### config.mk
export PLATFORM = sky130hd
export DESIGN_NAME = alert_handler
export DESIGN_NICKNAME = d
export VERILOG_FILES = /design/src/design/alert_cfg_pkg.sv /design/src/design/alert_prot_pkg.sv /design/src/design/alert_evt_if.sv /design/src/design/alert_handler.sv /design/src/design/esc_sender.sv /design/src/design/class_ctrl.sv /design/src/design/alert_receiver.sv
export SDC_FILE = /design/constraint.sdc
export NUM_CORES = 1
export LEC_CHECK = 0
export ABC_AREA = 0
export BUFFER_PORTS_ARGS = -buffer_cell sky130_fd_sc_hd__buf_2
export CORE_ASPECT_RATIO = 0.8
export CORE_MARGIN = 2
export CORE_UTILIZATION = 59
export DETAILED_ROUTE_END_ITERATION = 8
export HOLD_SLACK_MARGIN = 0.08
export PLACE_DENSITY = 0.81
export SETUP_SLACK_MARGIN = 0.4
export SYNTH_ARGS = -nofsm -noshare
export SYNTH_HDL_FRONTEND = slang
export SYNTH_SLANG_ARGS = --single-unit
### constraint.sdc
create_clock -name clk_i -period 7.3 [get_ports clk_i]
set_input_delay 1.46 -clock clk_i [delete_from_list [all_inputs] [get_ports clk_i]]
set_output_delay 1.46 -clock clk_i [all_outputs]
set_load 0.05 [all_outputs]
### src/design/alert_cfg_pkg.sv
// sizes and state encodings of the alert handler
// fixed at 4 alerts, 2 classes and 2 escalation outputs
package alert_cfg_pkg;

  localparam int NumAlerts  = 4;
  localparam int NumClasses = 2;
  localparam int NumEsc     = 2;

  // saturating per-class alert counter
  localparam int AccuW   = 8;
  // escalation phase timer
  localparam int CyclesW = 8;

  // per class: 2 state bits above AccuW count bits, class A in the low half
  localparam int CrashW = NumClasses * (2 + AccuW);

  typedef enum logic {
    CLASS_A = 1'b0,
    CLASS_B = 1'b1
  } class_e;

  typedef enum logic [1:0] {
    ESC_IDLE     = 2'd0,
    ESC_PHASE0   = 2'd1,
    ESC_PHASE1   = 2'd2,
    ESC_TERMINAL = 2'd3
  } esc_state_e;

endpackage

### src/design/alert_prot_pkg.sv
// differential wire pairs of the off-chip alert and escalation protocols
// idle levels: alert_p=0/alert_n=1, ack_p=0/ack_n=1, esc_p=0/esc_n=1, resp_p=0/resp_n=1
package alert_prot_pkg;

  // source to receiver
  typedef struct packed {
    logic alert_p;
    logic alert_n;
  } alert_tx_t;

  // receiver back to source, no ping wires
  typedef struct packed {
    logic ack_p;
    logic ack_n;
  } alert_rx_t;

  // sender to escalation device
  typedef struct packed {
    logic esc_p;
    logic esc_n;
  } esc_tx_t;

  // device response, toggling complements while escalated
  typedef struct packed {
    logic resp_p;
    logic resp_n;
  } esc_rx_t;

endpackage
### src/design/alert_evt_if.sv
// decoded alert events from the receivers to the class controller
// strobes are single-cycle pulses; class map and enables are static config
`timescale 1ns/1ns

interface alert_evt_if
  import alert_cfg_pkg::*;
();

  logic   [NumAlerts-1:0] alert_stb;
  logic   [NumAlerts-1:0] integ_stb;
  class_e [NumAlerts-1:0] alert_cls;
  logic   [NumAlerts-1:0] alert_en;

  modport recv (
    output alert_stb,
    output integ_stb
  );

  modport ctrl (
    input alert_stb,
    input integ_stb,
    input alert_cls,
    input alert_en
  );

endinterface

### src/design/alert_handler.sv
// alert handler top: 4 alert receivers, class controller, 2 escalation senders
// configuration ports must stay stable while alerts are in flight
`timescale 1ns/1ns

module alert_handler
  import alert_prot_pkg::*;
  import alert_cfg_pkg::*;
(
  input  logic                       clk_i,
  input  logic                       arst_n_i,
  input  alert_tx_t [NumAlerts-1:0]  alert_tx_i,
  output alert_rx_t [NumAlerts-1:0]  alert_rx_o,
  input  logic      [NumAlerts-1:0]  alert_en_i,
  input  logic      [NumAlerts-1:0]  class_map_i,
  input  logic      [NumClasses-1:0] class_en_i,
  input  logic      [AccuW-1:0]      accum_thresh_i,
  input  logic      [CyclesW-1:0]    esc_cycles_i,
  input  logic      [NumClasses-1:0] clr_i,
  output logic      [NumClasses-1:0] intr_o,
  output esc_tx_t   [NumEsc-1:0]     esc_tx_o,
  input  esc_rx_t   [NumEsc-1:0]     esc_rx_i,
  output logic      [NumEsc-1:0]     esc_fail_o,
  output logic      [CrashW-1:0]     crashdump_o
);

  logic [NumEsc-1:0] esc_req;

  alert_evt_if u_evt ();

  assign u_evt.alert_en = alert_en_i;

  for (genvar k = 0; k < NumAlerts; k++) begin : gen_rx
    assign u_evt.alert_cls[k] = class_e'(class_map_i[k]);

    alert_receiver u_alert_receiver (
      .clk_i        (clk_i),
      .arst_n_i     (arst_n_i),
      .alert_tx_i   (alert_tx_i[k]),
      .alert_rx_o   (alert_rx_o[k]),
      .alert_o      (u_evt.alert_stb[k]),
      .integ_fail_o (u_evt.integ_stb[k])
    );
  end

  class_ctrl u_class_ctrl (
    .clk_i          (clk_i),
    .arst_n_i       (arst_n_i),
    .evt            (u_evt),
    .class_en_i     (class_en_i),
    .accum_thresh_i (accum_thresh_i),
    .esc_cycles_i   (esc_cycles_i),
    .clr_i          (clr_i),
    .intr_o         (intr_o),
    .esc_req_o      (esc_req),
    .crashdump_o    (crashdump_o)
  );

  for (genvar e = 0; e < NumEsc; e++) begin : gen_esc
    esc_sender u_esc_sender (
      .clk_i      (clk_i),
      .arst_n_i   (arst_n_i),
      .esc_req_i  (esc_req[e]),
      .esc_rx_i   (esc_rx_i[e]),
      .esc_tx_o   (esc_tx_o[e]),
      .esc_fail_o (esc_fail_o[e])
    );
  end

endmodule

### src/design/esc_sender.sv
// escalation sender with response check
// device answers one cycle after it sees esc_p, so one bad cycle
// is tolerated at each request edge; fail is sticky until reset
`timescale 1ns/1ns

module esc_sender
  import alert_prot_pkg::*;
(
  input  logic    clk_i,
  input  logic    arst_n_i,
  input  logic    esc_req_i,
  input  esc_rx_t esc_rx_i,
  output esc_tx_t esc_tx_o,
  output logic    esc_fail_o
);

  logic esc_p_q;
  logic esc_n_q;
  logic resp_p_q;
  logic resp_bad;
  logic bad_q;
  logic fail_q;

  // active: toggling complements, inactive: idle pair
  always_comb begin
    if (esc_p_q) begin
      resp_bad = (esc_rx_i.resp_p == esc_rx_i.resp_n) || (esc_rx_i.resp_p == resp_p_q);
    end else begin
      resp_bad = esc_rx_i.resp_p || !esc_rx_i.resp_n;
    end
  end

  always_ff @(posedge clk_i or negedge arst_n_i) begin
    if (!arst_n_i) begin
      esc_p_q  <= 1'b0;
      esc_n_q  <= 1'b1;
      resp_p_q <= 1'b0;
      bad_q    <= 1'b0;
      fail_q   <= 1'b0;
    end else begin
      esc_p_q  <= esc_req_i;
      esc_n_q  <= ~esc_req_i;
      resp_p_q <= esc_rx_i.resp_p;
      bad_q    <= resp_bad;
      if (resp_bad && bad_q) begin
        fail_q <= 1'b1;
      end
    end
  end

  assign esc_tx_o   = '{esc_p: esc_p_q, esc_n: esc_n_q};
  assign esc_fail_o = fail_q;

  a_esc_compl: assert property (@(posedge clk_i) disable iff (!arst_n_i)
    esc_tx_o.esc_p != esc_tx_o.esc_n);

endmodule

### src/design/class_ctrl.sv
// per-class alert accumulation, sticky interrupts and escalation phase timers
// thresholds and phase lengths are shared by both classes; crashdump holds until reset
`timescale 1ns/1ns

module class_ctrl
  import alert_cfg_pkg::*;
(
  input  logic                  clk_i,
  input  logic                  arst_n_i,
  alert_evt_if.ctrl             evt,
  input  logic [NumClasses-1:0] class_en_i,
  input  logic [AccuW-1:0]      accum_thresh_i,
  input  logic [CyclesW-1:0]    esc_cycles_i,
  input  logic [NumClasses-1:0] clr_i,
  output logic [NumClasses-1:0] intr_o,
  output logic [NumEsc-1:0]     esc_req_o,
  output logic [CrashW-1:0]     crashdump_o
);

  logic       [NumClasses-1:0][AccuW-1:0]   inc;
  logic       [NumClasses-1:0][AccuW-1:0]   accu_q, accu_d;
  logic       [NumClasses-1:0][CyclesW-1:0] timer_q, timer_d;
  esc_state_e [NumClasses-1:0]              state_q, state_d;
  logic       [NumClasses-1:0]              intr_q, intr_d;
  logic       [NumClasses-1:0][AccuW+1:0]   crash_q;
  logic                                     dumped_q;
  logic                                     leave_idle;

  // alerts and integrity failures of this class in this cycle
  always_comb begin
    for (int c = 0; c < NumClasses; c++) begin
      inc[c] = '0;
      for (int k = 0; k < NumAlerts; k++) begin
        if (class_en_i[c] && evt.alert_en[k] && (evt.alert_cls[k] == class_e'(c))) begin
          inc[c] = inc[c] + AccuW'(evt.alert_stb[k]) + AccuW'(evt.integ_stb[k]);
        end
      end
    end
  end

  always_comb begin
    logic [AccuW:0] sum;
    accu_d  = accu_q;
    intr_d  = intr_q;
    state_d = state_q;
    timer_d = timer_q;
    for (int c = 0; c < NumClasses; c++) begin
      sum       = {1'b0, accu_q[c]} + {1'b0, inc[c]};
      accu_d[c] = sum[AccuW] ? '1 : sum[AccuW-1:0];
      if (inc[c] != '0) begin
        intr_d[c] = 1'b1;
      end
      case (state_q[c])
        ESC_IDLE: begin
          // escalate on the same edge that the count crosses
          if ((inc[c] != '0) && (accu_d[c] >= accum_thresh_i)) begin
            state_d[c] = ESC_PHASE0;
            timer_d[c] = '0;
          end
        end
        ESC_PHASE0, ESC_PHASE1: begin
          if (timer_q[c] == esc_cycles_i) begin
            state_d[c] = (state_q[c] == ESC_PHASE0) ? ESC_PHASE1 : ESC_TERMINAL;
            timer_d[c] = '0;
          end else begin
            timer_d[c] = timer_q[c] + 1'b1;
          end
        end
        default: begin
          // terminal holds until clear
          state_d[c] = ESC_TERMINAL;
        end
      endcase
      if (clr_i[c]) begin
        accu_d[c]  = '0;
        intr_d[c]  = 1'b0;
        state_d[c] = ESC_IDLE;
        timer_d[c] = '0;
      end
    end
  end

  always_comb begin
    leave_idle = 1'b0;
    for (int c = 0; c < NumClasses; c++) begin
      if ((state_q[c] == ESC_IDLE) && (state_d[c] != ESC_IDLE)) begin
        leave_idle = 1'b1;
      end
    end
  end

  always_ff @(posedge clk_i or negedge arst_n_i) begin
    if (!arst_n_i) begin
      accu_q   <= '0;
      intr_q   <= '0;
      state_q  <= {NumClasses{ESC_IDLE}};
      timer_q  <= '0;
      crash_q  <= '0;
      dumped_q <= 1'b0;
    end else begin
      accu_q  <= accu_d;
      intr_q  <= intr_d;
      state_q <= state_d;
      timer_q <= timer_d;
      // snapshot of the first escalation since reset
      if (leave_idle && !dumped_q) begin
        dumped_q <= 1'b1;
        for (int c = 0; c < NumClasses; c++) begin
          crash_q[c] <= {state_d[c], accu_d[c]};
        end
      end
    end
  end

  // esc 0 from phase 0 on, esc 1 from phase 1 on, OR over classes
  always_comb begin
    esc_req_o = '0;
    for (int c = 0; c < NumClasses; c++) begin
      if (state_q[c] != ESC_IDLE) begin
        esc_req_o[0] = 1'b1;
      end
      if ((state_q[c] == ESC_PHASE1) || (state_q[c] == ESC_TERMINAL)) begin
        esc_req_o[1] = 1'b1;
      end
    end
  end

  assign intr_o      = intr_q;
  assign crashdump_o = crash_q;

  for (genvar c = 0; c < NumClasses; c++) begin : gen_chk
    a_phase_order: assert property (@(posedge clk_i) disable iff (!arst_n_i)
      (state_q[c] != $past(state_q[c])) |->
        $past(clr_i[c]) ||
        ((state_q[c] == ESC_PHASE0) && ($past(state_q[c]) == ESC_IDLE)) ||
        ((state_q[c] == ESC_PHASE1) && ($past(state_q[c]) == ESC_PHASE0)) ||
        ((state_q[c] == ESC_TERMINAL) && ($past(state_q[c]) == ESC_PHASE1)));

    a_enter_thresh: assert property (@(posedge clk_i) disable iff (!arst_n_i)
      ((state_q[c] == ESC_PHASE0) && ($past(state_q[c]) == ESC_IDLE)) |->
        (accu_q[c] >= accum_thresh_i));
  end

endmodule

### src/design/alert_receiver.sv
// alert receiver with four-phase ack handshake, no ping support
// the source pair is sampled once before use and not synchronized further
`timescale 1ns/1ns

module alert_receiver
  import alert_prot_pkg::*;
(
  input  logic      clk_i,
  input  logic      arst_n_i,
  input  alert_tx_t alert_tx_i,
  output alert_rx_t alert_rx_o,
  output logic      alert_o,
  output logic      integ_fail_o
);

  typedef enum logic {
    RX_IDLE = 1'b0,
    RX_ACK  = 1'b1
  } rx_state_e;

  rx_state_e state_q, state_d;
  alert_tx_t alert_q;
  logic      pair_active;
  logic      pair_idle;
  logic      pair_bad;
  logic      bad_q;
  logic      ack_p_q;
  logic      ack_n_q;
  logic      alert_stb_q;
  logic      integ_q;

  assign pair_active = alert_q.alert_p & ~alert_q.alert_n;
  assign pair_idle   = ~alert_q.alert_p & alert_q.alert_n;
  assign pair_bad    = alert_q.alert_p == alert_q.alert_n;

  // held alert stays in RX_ACK, so one strobe per handshake
  always_comb begin
    state_d = state_q;
    case (state_q)
      RX_IDLE: begin
        if (pair_active) begin
          state_d = RX_ACK;
        end
      end
      RX_ACK: begin
        if (pair_idle) begin
          state_d = RX_IDLE;
        end
      end
    endcase
  end

  always_ff @(posedge clk_i or negedge arst_n_i) begin
    if (!arst_n_i) begin
      alert_q     <= '{alert_p: 1'b0, alert_n: 1'b1};
      state_q     <= RX_IDLE;
      ack_p_q     <= 1'b0;
      ack_n_q     <= 1'b1;
      alert_stb_q <= 1'b0;
      bad_q       <= 1'b0;
      integ_q     <= 1'b0;
    end else begin
      alert_q     <= alert_tx_i;
      state_q     <= state_d;
      ack_p_q     <= (state_d == RX_ACK);
      ack_n_q     <= (state_d != RX_ACK);
      alert_stb_q <= (state_q == RX_IDLE) && (state_d == RX_ACK);
      bad_q       <= pair_bad;
      // first cycle of an invalid pair only
      integ_q     <= pair_bad & ~bad_q;
    end
  end

  assign alert_rx_o   = '{ack_p: ack_p_q, ack_n: ack_n_q};
  assign alert_o      = alert_stb_q;
  assign integ_fail_o = integ_q;

  a_ack_compl: assert property (@(posedge clk_i) disable iff (!arst_n_i)
    alert_rx_o.ack_p != alert_rx_o.ack_n);

endmodule

==> flow_summary.yaml, run 1 <==
critical_path:
  crit_family: "adder cells"
  worst-path-buf-inv: 4
  end_kind: "flip-flop"
  slowest_stage: "fa_1"
  cp-start-kind: "input pin"
  crit_fanout: 13
  cp_num_cells: 32
  rr_worst_depth: 32
  timing_worst_setup_path_type: "in -> reg"
  slowest_delay_ps: 440
  cp.arrival_ps: 7550
  crit_path_frequent_cell: "nand4b_1"
  regToRegSetupSlack_ps: 470
  crit_required_ps: 7520
route:
  wirelength_mm: 14.1
  vias: 4771
  postRouteAntennaNets: 0
  first_pass_iters: 5
  via_per_inst: 5.64
  drtIter0Drc: 290
  wire_per_inst_um: 16.7
  drc: 0
global_route:
  grt_first_pass_wirelength_mm: 22.4
  grt_pass1_vias: 4719
  antenna_found_initial: 0
  grt_max_degree: 58
  track_usage: 0.257
  overflow: 0
synthesis:
  synth_enable_flop_cells: 0
  syn-num-nets: 689
  synthFlopType: "dfrtp_1"
  ys_seq_area_frac: 0.403
  mappedNetlistArea_mm2: 0.00606
  async_reset_ff_frac: 1.00
  avgSynthCellArea_um2: 10.4
  synthCells: 584
  synth_cell_types: 65
  yosys_warnings: 0
  ys_seq_elements: 97
sta:
  skew_ps: 9.49
  maxSlewViolCount: 0
  maxSlewHeadroom: 0.530
  rsz0062_at_grt: "yes"
  fin_setup_tns_ps: -278
  postLayoutSetupSlackWorst_ps: -29.6
  finalCriticalPeriod_ps: 7330
  timing.final.crit_share: 1.00
  fmax_mhz: 136
  final-hold-violation-count: 0
  setup_viol: 13
  whs_ps: 397
  tightest_slew_ps: 706
min_path:
  worstHoldPathCells: 1
  hold_path.class: "reg -> reg"
final_layout:
  area_growth_pct: 26.2
  nets: 806
  diodes: 0
  stdcell_count: 846
  layout_commonest_cell: "dfrtp_1"
  final_area_mm2: 0.00764
  final_cell_mix: "87 x dfrtp_1, 74 x buf_2, 54 x inv_1"
  drive_gt1_frac: 0.364
  fillers: 643
outcome:
  failed_checks: "negative setup slack"
  outcome: "finished, violations left"
placed_design:
  place_area_mm2: 0.00676
  globalplace.congestion: 0.897
  port_buffers: 77
  place_inst: 811
  hpwl_mm: 9.98
run:
  cap_violations: 0
floorplan:
  die-width_um: 117
  num_io_pins: 78
  start_util: 0.599
  core-area_mm2: 0.0101
  dieArea_mm2: 0.0111
  die_h_um: 94.6
  placementRows: 33
clocking:
  cts_max_path_buffers: 2
  hold_buffers: 0
  clock-root-buffer: "clkbuf_16"
  clkSinkCount: 97
  path_clk_slew_ps: 70
  cts_tree: "built"
  clkLatencyLatePin_ps: 340
  h-tree-depth: 3
  cts_buffers: 9
pwr:
  vdd.ir_drop.worst_uv: 169
  p_per_area_mw_per_mm2: 172
  p_leak_nw: 3.81
cell families (layout without fill, tap and decap cells):
group / after synthesis / count (layout) / synth area share
flops: 97 / 97 / 0.403
buf+inv: 84 / 206 / 0.0651
compound gates: 116 / 116 / 0.129
fa+ha+maj: 63 / 63 / 0.140
xor+xnor: 31 / 31 / 0.0448
mux: 28 / 28 / 0.0634
simple gates: 165 / 165 / 0.155
layout make-up:
class                           count  area (um^2)  area share
Inverter                           60          225      0.0295
Timing Repair Buffer              130          845       0.111
Tap cell                          140          175      0.0229
Multi-Input combinational cell    403         3640       0.477
Sequential cell                    97         2440       0.319
Clock inverter                      6         72.6     0.00950
Clock buffer                       10          239      0.0313
registers in the layout, indices dropped and copies added, names as in the netlist, 4 cells and up:
name and flops:
u_class_ctrl.timer_q 16, u_class_ctrl.accu_q 16, u_class_ctrl.crashdump_o 20, gen_rx.u_alert_receiver.state_q 4, u_class_ctrl.state_q 4, gen_rx.u_alert_receiver.alert_q 8, gen_rx.u_alert_receiver.bad_q 4, gen_rx.u_alert_receiver.integ_fail_o 4
gen_rx.u_alert_receiver.alert_o 4, gen_rx.u_alert_receiver.ack_n_q 4
layer usage:
layer	track usage	part of all wire
met4	0.0775	0.0087
met3	0.0449	0.047
met2	0.406	0.48
met5	0	0
met1	0.363	0.46
power breakdown:
group / internal, mW / total [mW] / switching [mW]
logic: 0.0864 / 0.237 / 0.151
registers: 0.570 / 0.586 / 0.0164
clock network: 0.279 / 0.491 / 0.212
worst paths after layout:
kind / start / end
min reg2reg: gen_rx[1].u_alert_receiver.bad_q$_DFF_PN0_ / gen_rx[1].u_alert_receiver.integ_fail_o$_DFF_PN0_
max reg2reg: gen_rx[0].u_alert_receiver.integ_fail_o$_DFF_PN0_ / u_class_ctrl.crashdump_o[18]$_DFFE_PN0P_
max in group asynchronous: arst_n_i / gen_rx[0].u_alert_receiver.integ_fail_o$_DFF_PN0_
min in group asynchronous: arst_n_i / u_class_ctrl.crashdump_o[11]$_DFFE_PN0P_
min: gen_rx[1].u_alert_receiver.bad_q$_DFF_PN0_ / gen_rx[1].u_alert_receiver.integ_fail_o$_DFF_PN0_
max: class_map_i[0] / u_class_ctrl.crashdump_o[18]$_DFFE_PN0P_
repair_timing:
item,4_1_cts,5_1_grt
pin swaps,12,25
endpoints found under the setup margin,35,41
cloned,1,0
setup buffers,11,7
resized for setup,23,80
cells in the mapped netlist (4+ instances only):
cell type / count / area share
a21oi_1: 30 / 0.025
mux2_4: 20 / 0.050
and2_1: 5 / 0.0052
nor3b_1: 4 / 0.0050
mux2i_1: 5 / 0.0083
a21o_1: 9 / 0.011
nand3b_1: 8 / 0.0099
o2bb2ai_1: 5 / 0.0072
nand4b_1: 8 / 0.012
nand2b_1: 13 / 0.013
inv_1: 59 / 0.037
clkbuf_1: 5 / 0.0031
nor3_1: 10 / 0.0083
nor2_1: 25 / 0.015
xnor2_1: 9 / 0.013
o211ai_1: 5 / 0.0062
o21ai_0: 29 / 0.024
fa_1: 8 / 0.026
nand3_1: 8 / 0.0066
xor2_1: 22 / 0.032
o21a_1: 4 / 0.0050
nand2_1: 30 / 0.019
dfstp_2: 10 / 0.043
nor2b_1: 20 / 0.021
a211oi_1: 5 / 0.0062
dfrtp_1: 87 / 0.36
buf_4: 15 / 0.019
nor4_1: 4 / 0.0041
ha_1: 55 / 0.11
and3_1: 12 / 0.012
o21bai_1: 6 / 0.0074
metrics by stage:
stage / utilization / worst slack (ps) / total power, mW
after global routing: 0.755 / -331 / 1.37
after CTS: 0.718 / 127 / 1.31
final: 0.755 / -29.6 / 1.31
after floorplan: - / -14.3 / 0.745
after global placement: 0.668 / -124 / 0.801
after detailed placement: 0.668 / -306 / 0.810
Note: power is estimated with default switching activity, not from simulation.
==> run 2, diff against run 1 <==
SETUP_SLACK_MARGIN = 0.3   (was 0.4)
==> flow_summary.yaml, run 2 (synthesis results as in run 1) <==
global_route:
  grt_first_pass_wirelength_mm: 22.1
  overflow: 0
  antenna_found_initial: 0
  grt_pass1_vias: 4650
  track_usage: 0.256
  grt_max_degree: 63
sta:
  skew_ps: 12.0
  maxSlewViolCount: 0
  final-hold-violation-count: 0
  finalCriticalPeriod_ps: 7330
  whs_ps: 391
  postLayoutSetupSlackWorst_ps: -26.5
  tightest_slew_ps: 758
  fin_setup_tns_ps: -210
  fmax_mhz: 136
  rsz0062_at_grt: "yes"
  timing.final.crit_share: 1.00
  maxSlewHeadroom: 0.495
  setup_viol: 12
clocking:
  cts_max_path_buffers: 2
  path_clk_slew_ps: 70
  cts_buffers: 9
  cts_tree: "built"
  h-tree-depth: 3
  clkSinkCount: 97
  clkLatencyLatePin_ps: 350
  clock-root-buffer: "clkbuf_16"
route:
  drc: 0
  route.met3.wl_um: 834
  met2_wirelength_mm: 6.54
  wire_per_inst_um: 16.5
  wirelength_mm: 13.8
  vias: 4693
  top_layer_used: "met4"
  drtIter0Drc: 255
  via_per_inst: 5.60
  postRouteAntennaNets: 0
  first_pass_iters: 5
  wl_met1_mm: 6.25
critical_path:
  end_kind: "flip-flop"
  regToRegSetupSlack_ps: 510
  crit_start: "class_map_i[0]"
  rr_startpoint: "gen_rx[0].u_alert_receiver.integ_fail_o$_DFF_PN0_"
  worst-path-buf-inv: 4
  crit_required_ps: 7530
  cp-start-kind: "input pin"
  r2r_end: "u_class_ctrl.crashdump_o[18]$_DFFE_PN0P_"
  cp_num_cells: 32
  slowest_delay_ps: 440
  crit_path_frequent_cell: "nand4b_1"
  crit_family: "adder cells"
  critPathCapture: "u_class_ctrl.crashdump_o[18]$_DFFE_PN0P_"
  cp.arrival_ps: 7560
  timing_worst_setup_path_type: "in -> reg"
  slowest_stage: "fa_1"
  rr_worst_depth: 32
  crit_fanout: 12
placed_design:
  hpwl_mm: 10.1
  pre_cts_ws_ps: -422
  port_buffers: 77
  place_inst: 814
  globalplace.congestion: 0.921
  place_area_mm2: 0.00676
pwr:
  p_leak_nw: 3.71
  p_per_area_mw_per_mm2: 175
  power_mw: 1.28
  vdd.ir_drop.worst_uv: 139
final_layout:
  drive_gt1_frac: 0.311
  largest_reg_flops: 20
  area_growth_pct: 20.6
  diodes: 0
  final_cell_mix: "87 x dfrtp_1, 75 x buf_2, 56 x inv_1"
  final_util: 0.722
  layout_commonest_cell: "dfrtp_1"
  fillers: 693
  nets: 798
  stdcell_count: 838
  final_area_mm2: 0.00730
outcome:
  outcome: "finished, violations left"
  failed_checks: "negative setup slack"
run:
  cap_violations: 0
floorplan:
  num_io_pins: 78
  placementRows: 33
  die_h_um: 94.6
  dieArea_mm2: 0.0111
  start_util: 0.599
  core-area_mm2: 0.0101
  die-width_um: 117
min_path:
  hold_path_startpoint: "gen_rx[2].u_alert_receiver.bad_q$_DFF_PN0_"
  hold_path.class: "reg -> reg"
[run 2: cell count changes in the layout (fill, tap and decap cells not counted), moves of 4 or more]
cell and change:
o21ai_2 -9, a21oi_1 +6, o21ai_0 +6, a21oi_2 -5, buf_4 -5, ha_1 +5, buf_6 -4, ha_4 -4
[run 2: final cells by class]
type	instances	area (um^2)	area share
flip-flops and latches	97	2440	0.334
clock buffers	9	225	0.0308
repair buffers	122	767	0.105
well taps	140	175	0.0240
multi-input cells	403	3400	0.465
clock inverters	7	72.6	0.00994
inverters	60	225	0.0308
[run 2: what timing repair did]
| item | CTS | global route |
|---|---|---|
| pin swaps | 4 | 13 |
| hold buffers | 0 | 0 |
| endpoints found under the setup margin | 24 | 41 |
| setup buffers | 5 | 3 |
| cloned | 0 | 0 |
| gates resized for setup | 15 | 38 |
[run 2: routing by layer]
layer | track usage | vias up
met3 | 0.0520 | 23
li1 | - | 2228
met5 | 0 | -
met4 | 0.0735 | 0
met1 | 0.358 | 2266
met2 | 0.407 | 176
[run 2: power by group]
group          switching, mW  leakage [nW]  total [mW]  internal, mW
clock                  0.225         0.143       0.467         0.242
combinational          0.147          2.32       0.226        0.0796
sequential            0.0164          1.25       0.586         0.569
total                  0.388          3.71        1.28         0.891
[run 2: worst register-to-register path: cells and delay by family, from the launching register on]
kind	cells	cell delay, ps
and+or+nand+nor	9	1220
AOI/OAI and AO/OA	10	1730
buffers and inverters	3	320
xor gates and xnor gates	2	370
adders and majority gates	7	2370
muxes	1	320
DFF	1	370
[run 2: worst min path at each step]
stage / depth (start not counted) / endpoint / slack (ps)
after detailed placement: 1 / gen_rx[2].u_alert_receiver.integ_fail_o$_DFF_PN0_ / 380
final: 1 / gen_rx[2].u_alert_receiver.integ_fail_o$_DFF_PN0_ / 390
after global placement: 1 / gen_rx[3].u_alert_receiver.integ_fail_o$_DFF_PN0_ / 380
after global routing: 1 / gen_rx[0].u_alert_receiver.integ_fail_o$_DFF_PN0_ / 410
after floorplan: 1 / gen_rx[0].u_alert_receiver.integ_fail_o$_DFF_PN0_ / 380
after CTS: 1 / gen_rx[2].u_alert_receiver.integ_fail_o$_DFF_PN0_ / 390
==> run 3, diff against run 2 <==
SKIP_CTS_REPAIR_TIMING = 1   (was unset)
==> flow_summary.yaml, run 3 (synthesis results as in run 1) <==
route:
  drtIter0Drc: 240
  postRouteAntennaNets: 0
  first_pass_iters: 5
  vias: 4680
  via_per_inst: 5.62
  drc: 0
  wire_per_inst_um: 16.2
  wirelength_mm: 13.5
sta:
  final-hold-violation-count: 0
  finalCriticalPeriod_ps: 7260
  rsz0062_at_grt: "yes"
  maxSlewViolCount: 0
  maxSlewHeadroom: 0.493
  skew_ps: 7.07
  setup_viol: 0
  tightest_slew_ps: 761
  timing.final.crit_share: 0.995
  fmax_mhz: 138
critical_path:
  cp.arrival_ps: 7490
  rr_startpoint: "gen_rx[0].u_alert_receiver.integ_fail_o$_DFF_PN0_"
  cp-start-kind: "input pin"
  crit_fanout: 12
  rr_worst_depth: 32
  critPathCapture: "u_class_ctrl.crashdump_o[18]$_DFFE_PN0P_"
  slowest_stage: "fa_1"
  crit_path_frequent_cell: "nand4b_1"
  crit_required_ps: 7530
  crit_start: "class_map_i[0]"
  slowest_delay_ps: 430
  end_kind: "flip-flop"
  regToRegSetupSlack_ps: 580
  r2r_end: "u_class_ctrl.crashdump_o[18]$_DFFE_PN0P_"
  timing_worst_setup_path_type: "in -> reg"
clocking:
  cts_buffers: 9
  clock-root-buffer: "clkbuf_16"
  cts_tree: "built"
  h-tree-depth: 3
  clkSinkCount: 97
  cts_max_path_buffers: 2
  clkLatencyLatePin_ps: 350
  path_clk_slew_ps: 70
placed_design:
  port_buffers: 77
  place_area_mm2: 0.00676
  place_inst: 814
  globalplace.congestion: 0.921
  hpwl_mm: 10.1
floorplan:
  dieArea_mm2: 0.0111
  die-width_um: 117
  placementRows: 33
  num_io_pins: 78
  die_h_um: 94.6
  start_util: 0.599
  core-area_mm2: 0.0101
final_layout:
  final_cell_mix: "87 x dfrtp_1, 75 x buf_2, 56 x inv_1"
  largest_reg_flops: 20
  area_growth_pct: 20.2
  stdcell_count: 833
  diodes: 0
  fillers: 698
  final_area_mm2: 0.00728
  regArea_mm2: 0.00244
  layout_commonest_cell: "dfrtp_1"
  drive_gt1_frac: 0.310
  multi_input_area_mm2: 0.00342
  nets: 793
outcome:
  outcome: "completed"
global_route:
  overflow: 0
  antenna_found_initial: 0
  track_usage: 0.251
  grt_first_pass_wirelength_mm: 21.7
  grt_pass1_vias: 4588
  grt_max_degree: 63
pwr:
  vdd.ir_drop.worst_uv: 138
  p_per_area_mw_per_mm2: 175
  p_leak_nw: 3.68
run:
  cap_violations: 0
min_path:
  hold_path.class: "reg -> reg"
run 3: worst min path at each step:
stage                                                     startpoint                                                 to  depth (start not counted)
after floorplan           gen_rx[0].u_alert_receiver.bad_q$_DFF_PN0_  gen_rx[0].u_alert_receiver.integ_fail_o$_DFF_PN0_                          1
after global placement    gen_rx[3].u_alert_receiver.bad_q$_DFF_PN0_  gen_rx[3].u_alert_receiver.integ_fail_o$_DFF_PN0_                          1
after detailed placement  gen_rx[2].u_alert_receiver.bad_q$_DFF_PN0_  gen_rx[2].u_alert_receiver.integ_fail_o$_DFF_PN0_                          1
after CTS                 gen_rx[2].u_alert_receiver.bad_q$_DFF_PN0_  gen_rx[2].u_alert_receiver.integ_fail_o$_DFF_PN0_                          1
after global routing      gen_rx[0].u_alert_receiver.bad_q$_DFF_PN0_  gen_rx[0].u_alert_receiver.integ_fail_o$_DFF_PN0_                          1
final                     gen_rx[2].u_alert_receiver.bad_q$_DFF_PN0_  gen_rx[2].u_alert_receiver.integ_fail_o$_DFF_PN0_                          1
run 3: area by class of cell:
class / instances / share of cell area
clock inverters: 7 / 0.00996
repair buffers: 117 / 0.0996
multi-input cells: 403 / 0.470
well taps: 140 / 0.0241
clock buffers: 9 / 0.0309
flip-flops and latches: 97 / 0.335
inverters: 60 / 0.0309
run 3: power breakdown:
part	switching, mW	internal (mW)	total (mW)
Clock	0.226	0.242	0.467
Sequential	0.0162	0.569	0.586
Combinational	0.146	0.0790	0.225
Total	0.387	0.890	1.28
run 3: through the flow:
step / hold slack, ps / utilization / setup TNS (ps) / setup WS (ps) / total power, mW
global route: 405 / 0.720 / -4040 / -222 / 1.33
CTS: 394 / 0.697 / -702 / -68.9 / 1.28
finish: 391 / 0.720 / 0 / 40.1 / 1.28
global placement: 382 / 0.668 / -1990 / -123 / 0.800
detailed placement: 384 / 0.668 / -8190 / -422 / 0.810
floorplan: 378 / - / -279 / -15.2 / 0.744
run 3: critical path, delay by kind of cell:
kind                     cells  cell delay, ps
adder cells (fa/ha/maj)      6            1920
XOR/XNOR                     2             350
buffers and inverters        4             460
AO/OA/AOI/OAI               10            1730
AND/OR/NAND/NOR              9            1220
multiplexers                 1             310
run 3: layer usage:
layer / share of wire / GRT usage / wire length [um] / vias to the layer above
li1: - / - / - / 2231
met1: 0.46 / 0.354 / 6190 / 2265
met2: 0.47 / 0.402 / 6390 / 165
met3: 0.057 / 0.0449 / 776 / 19
met4: 0.013 / 0.0676 / 174 / 0
met5: 0 / 0 / 0 / -
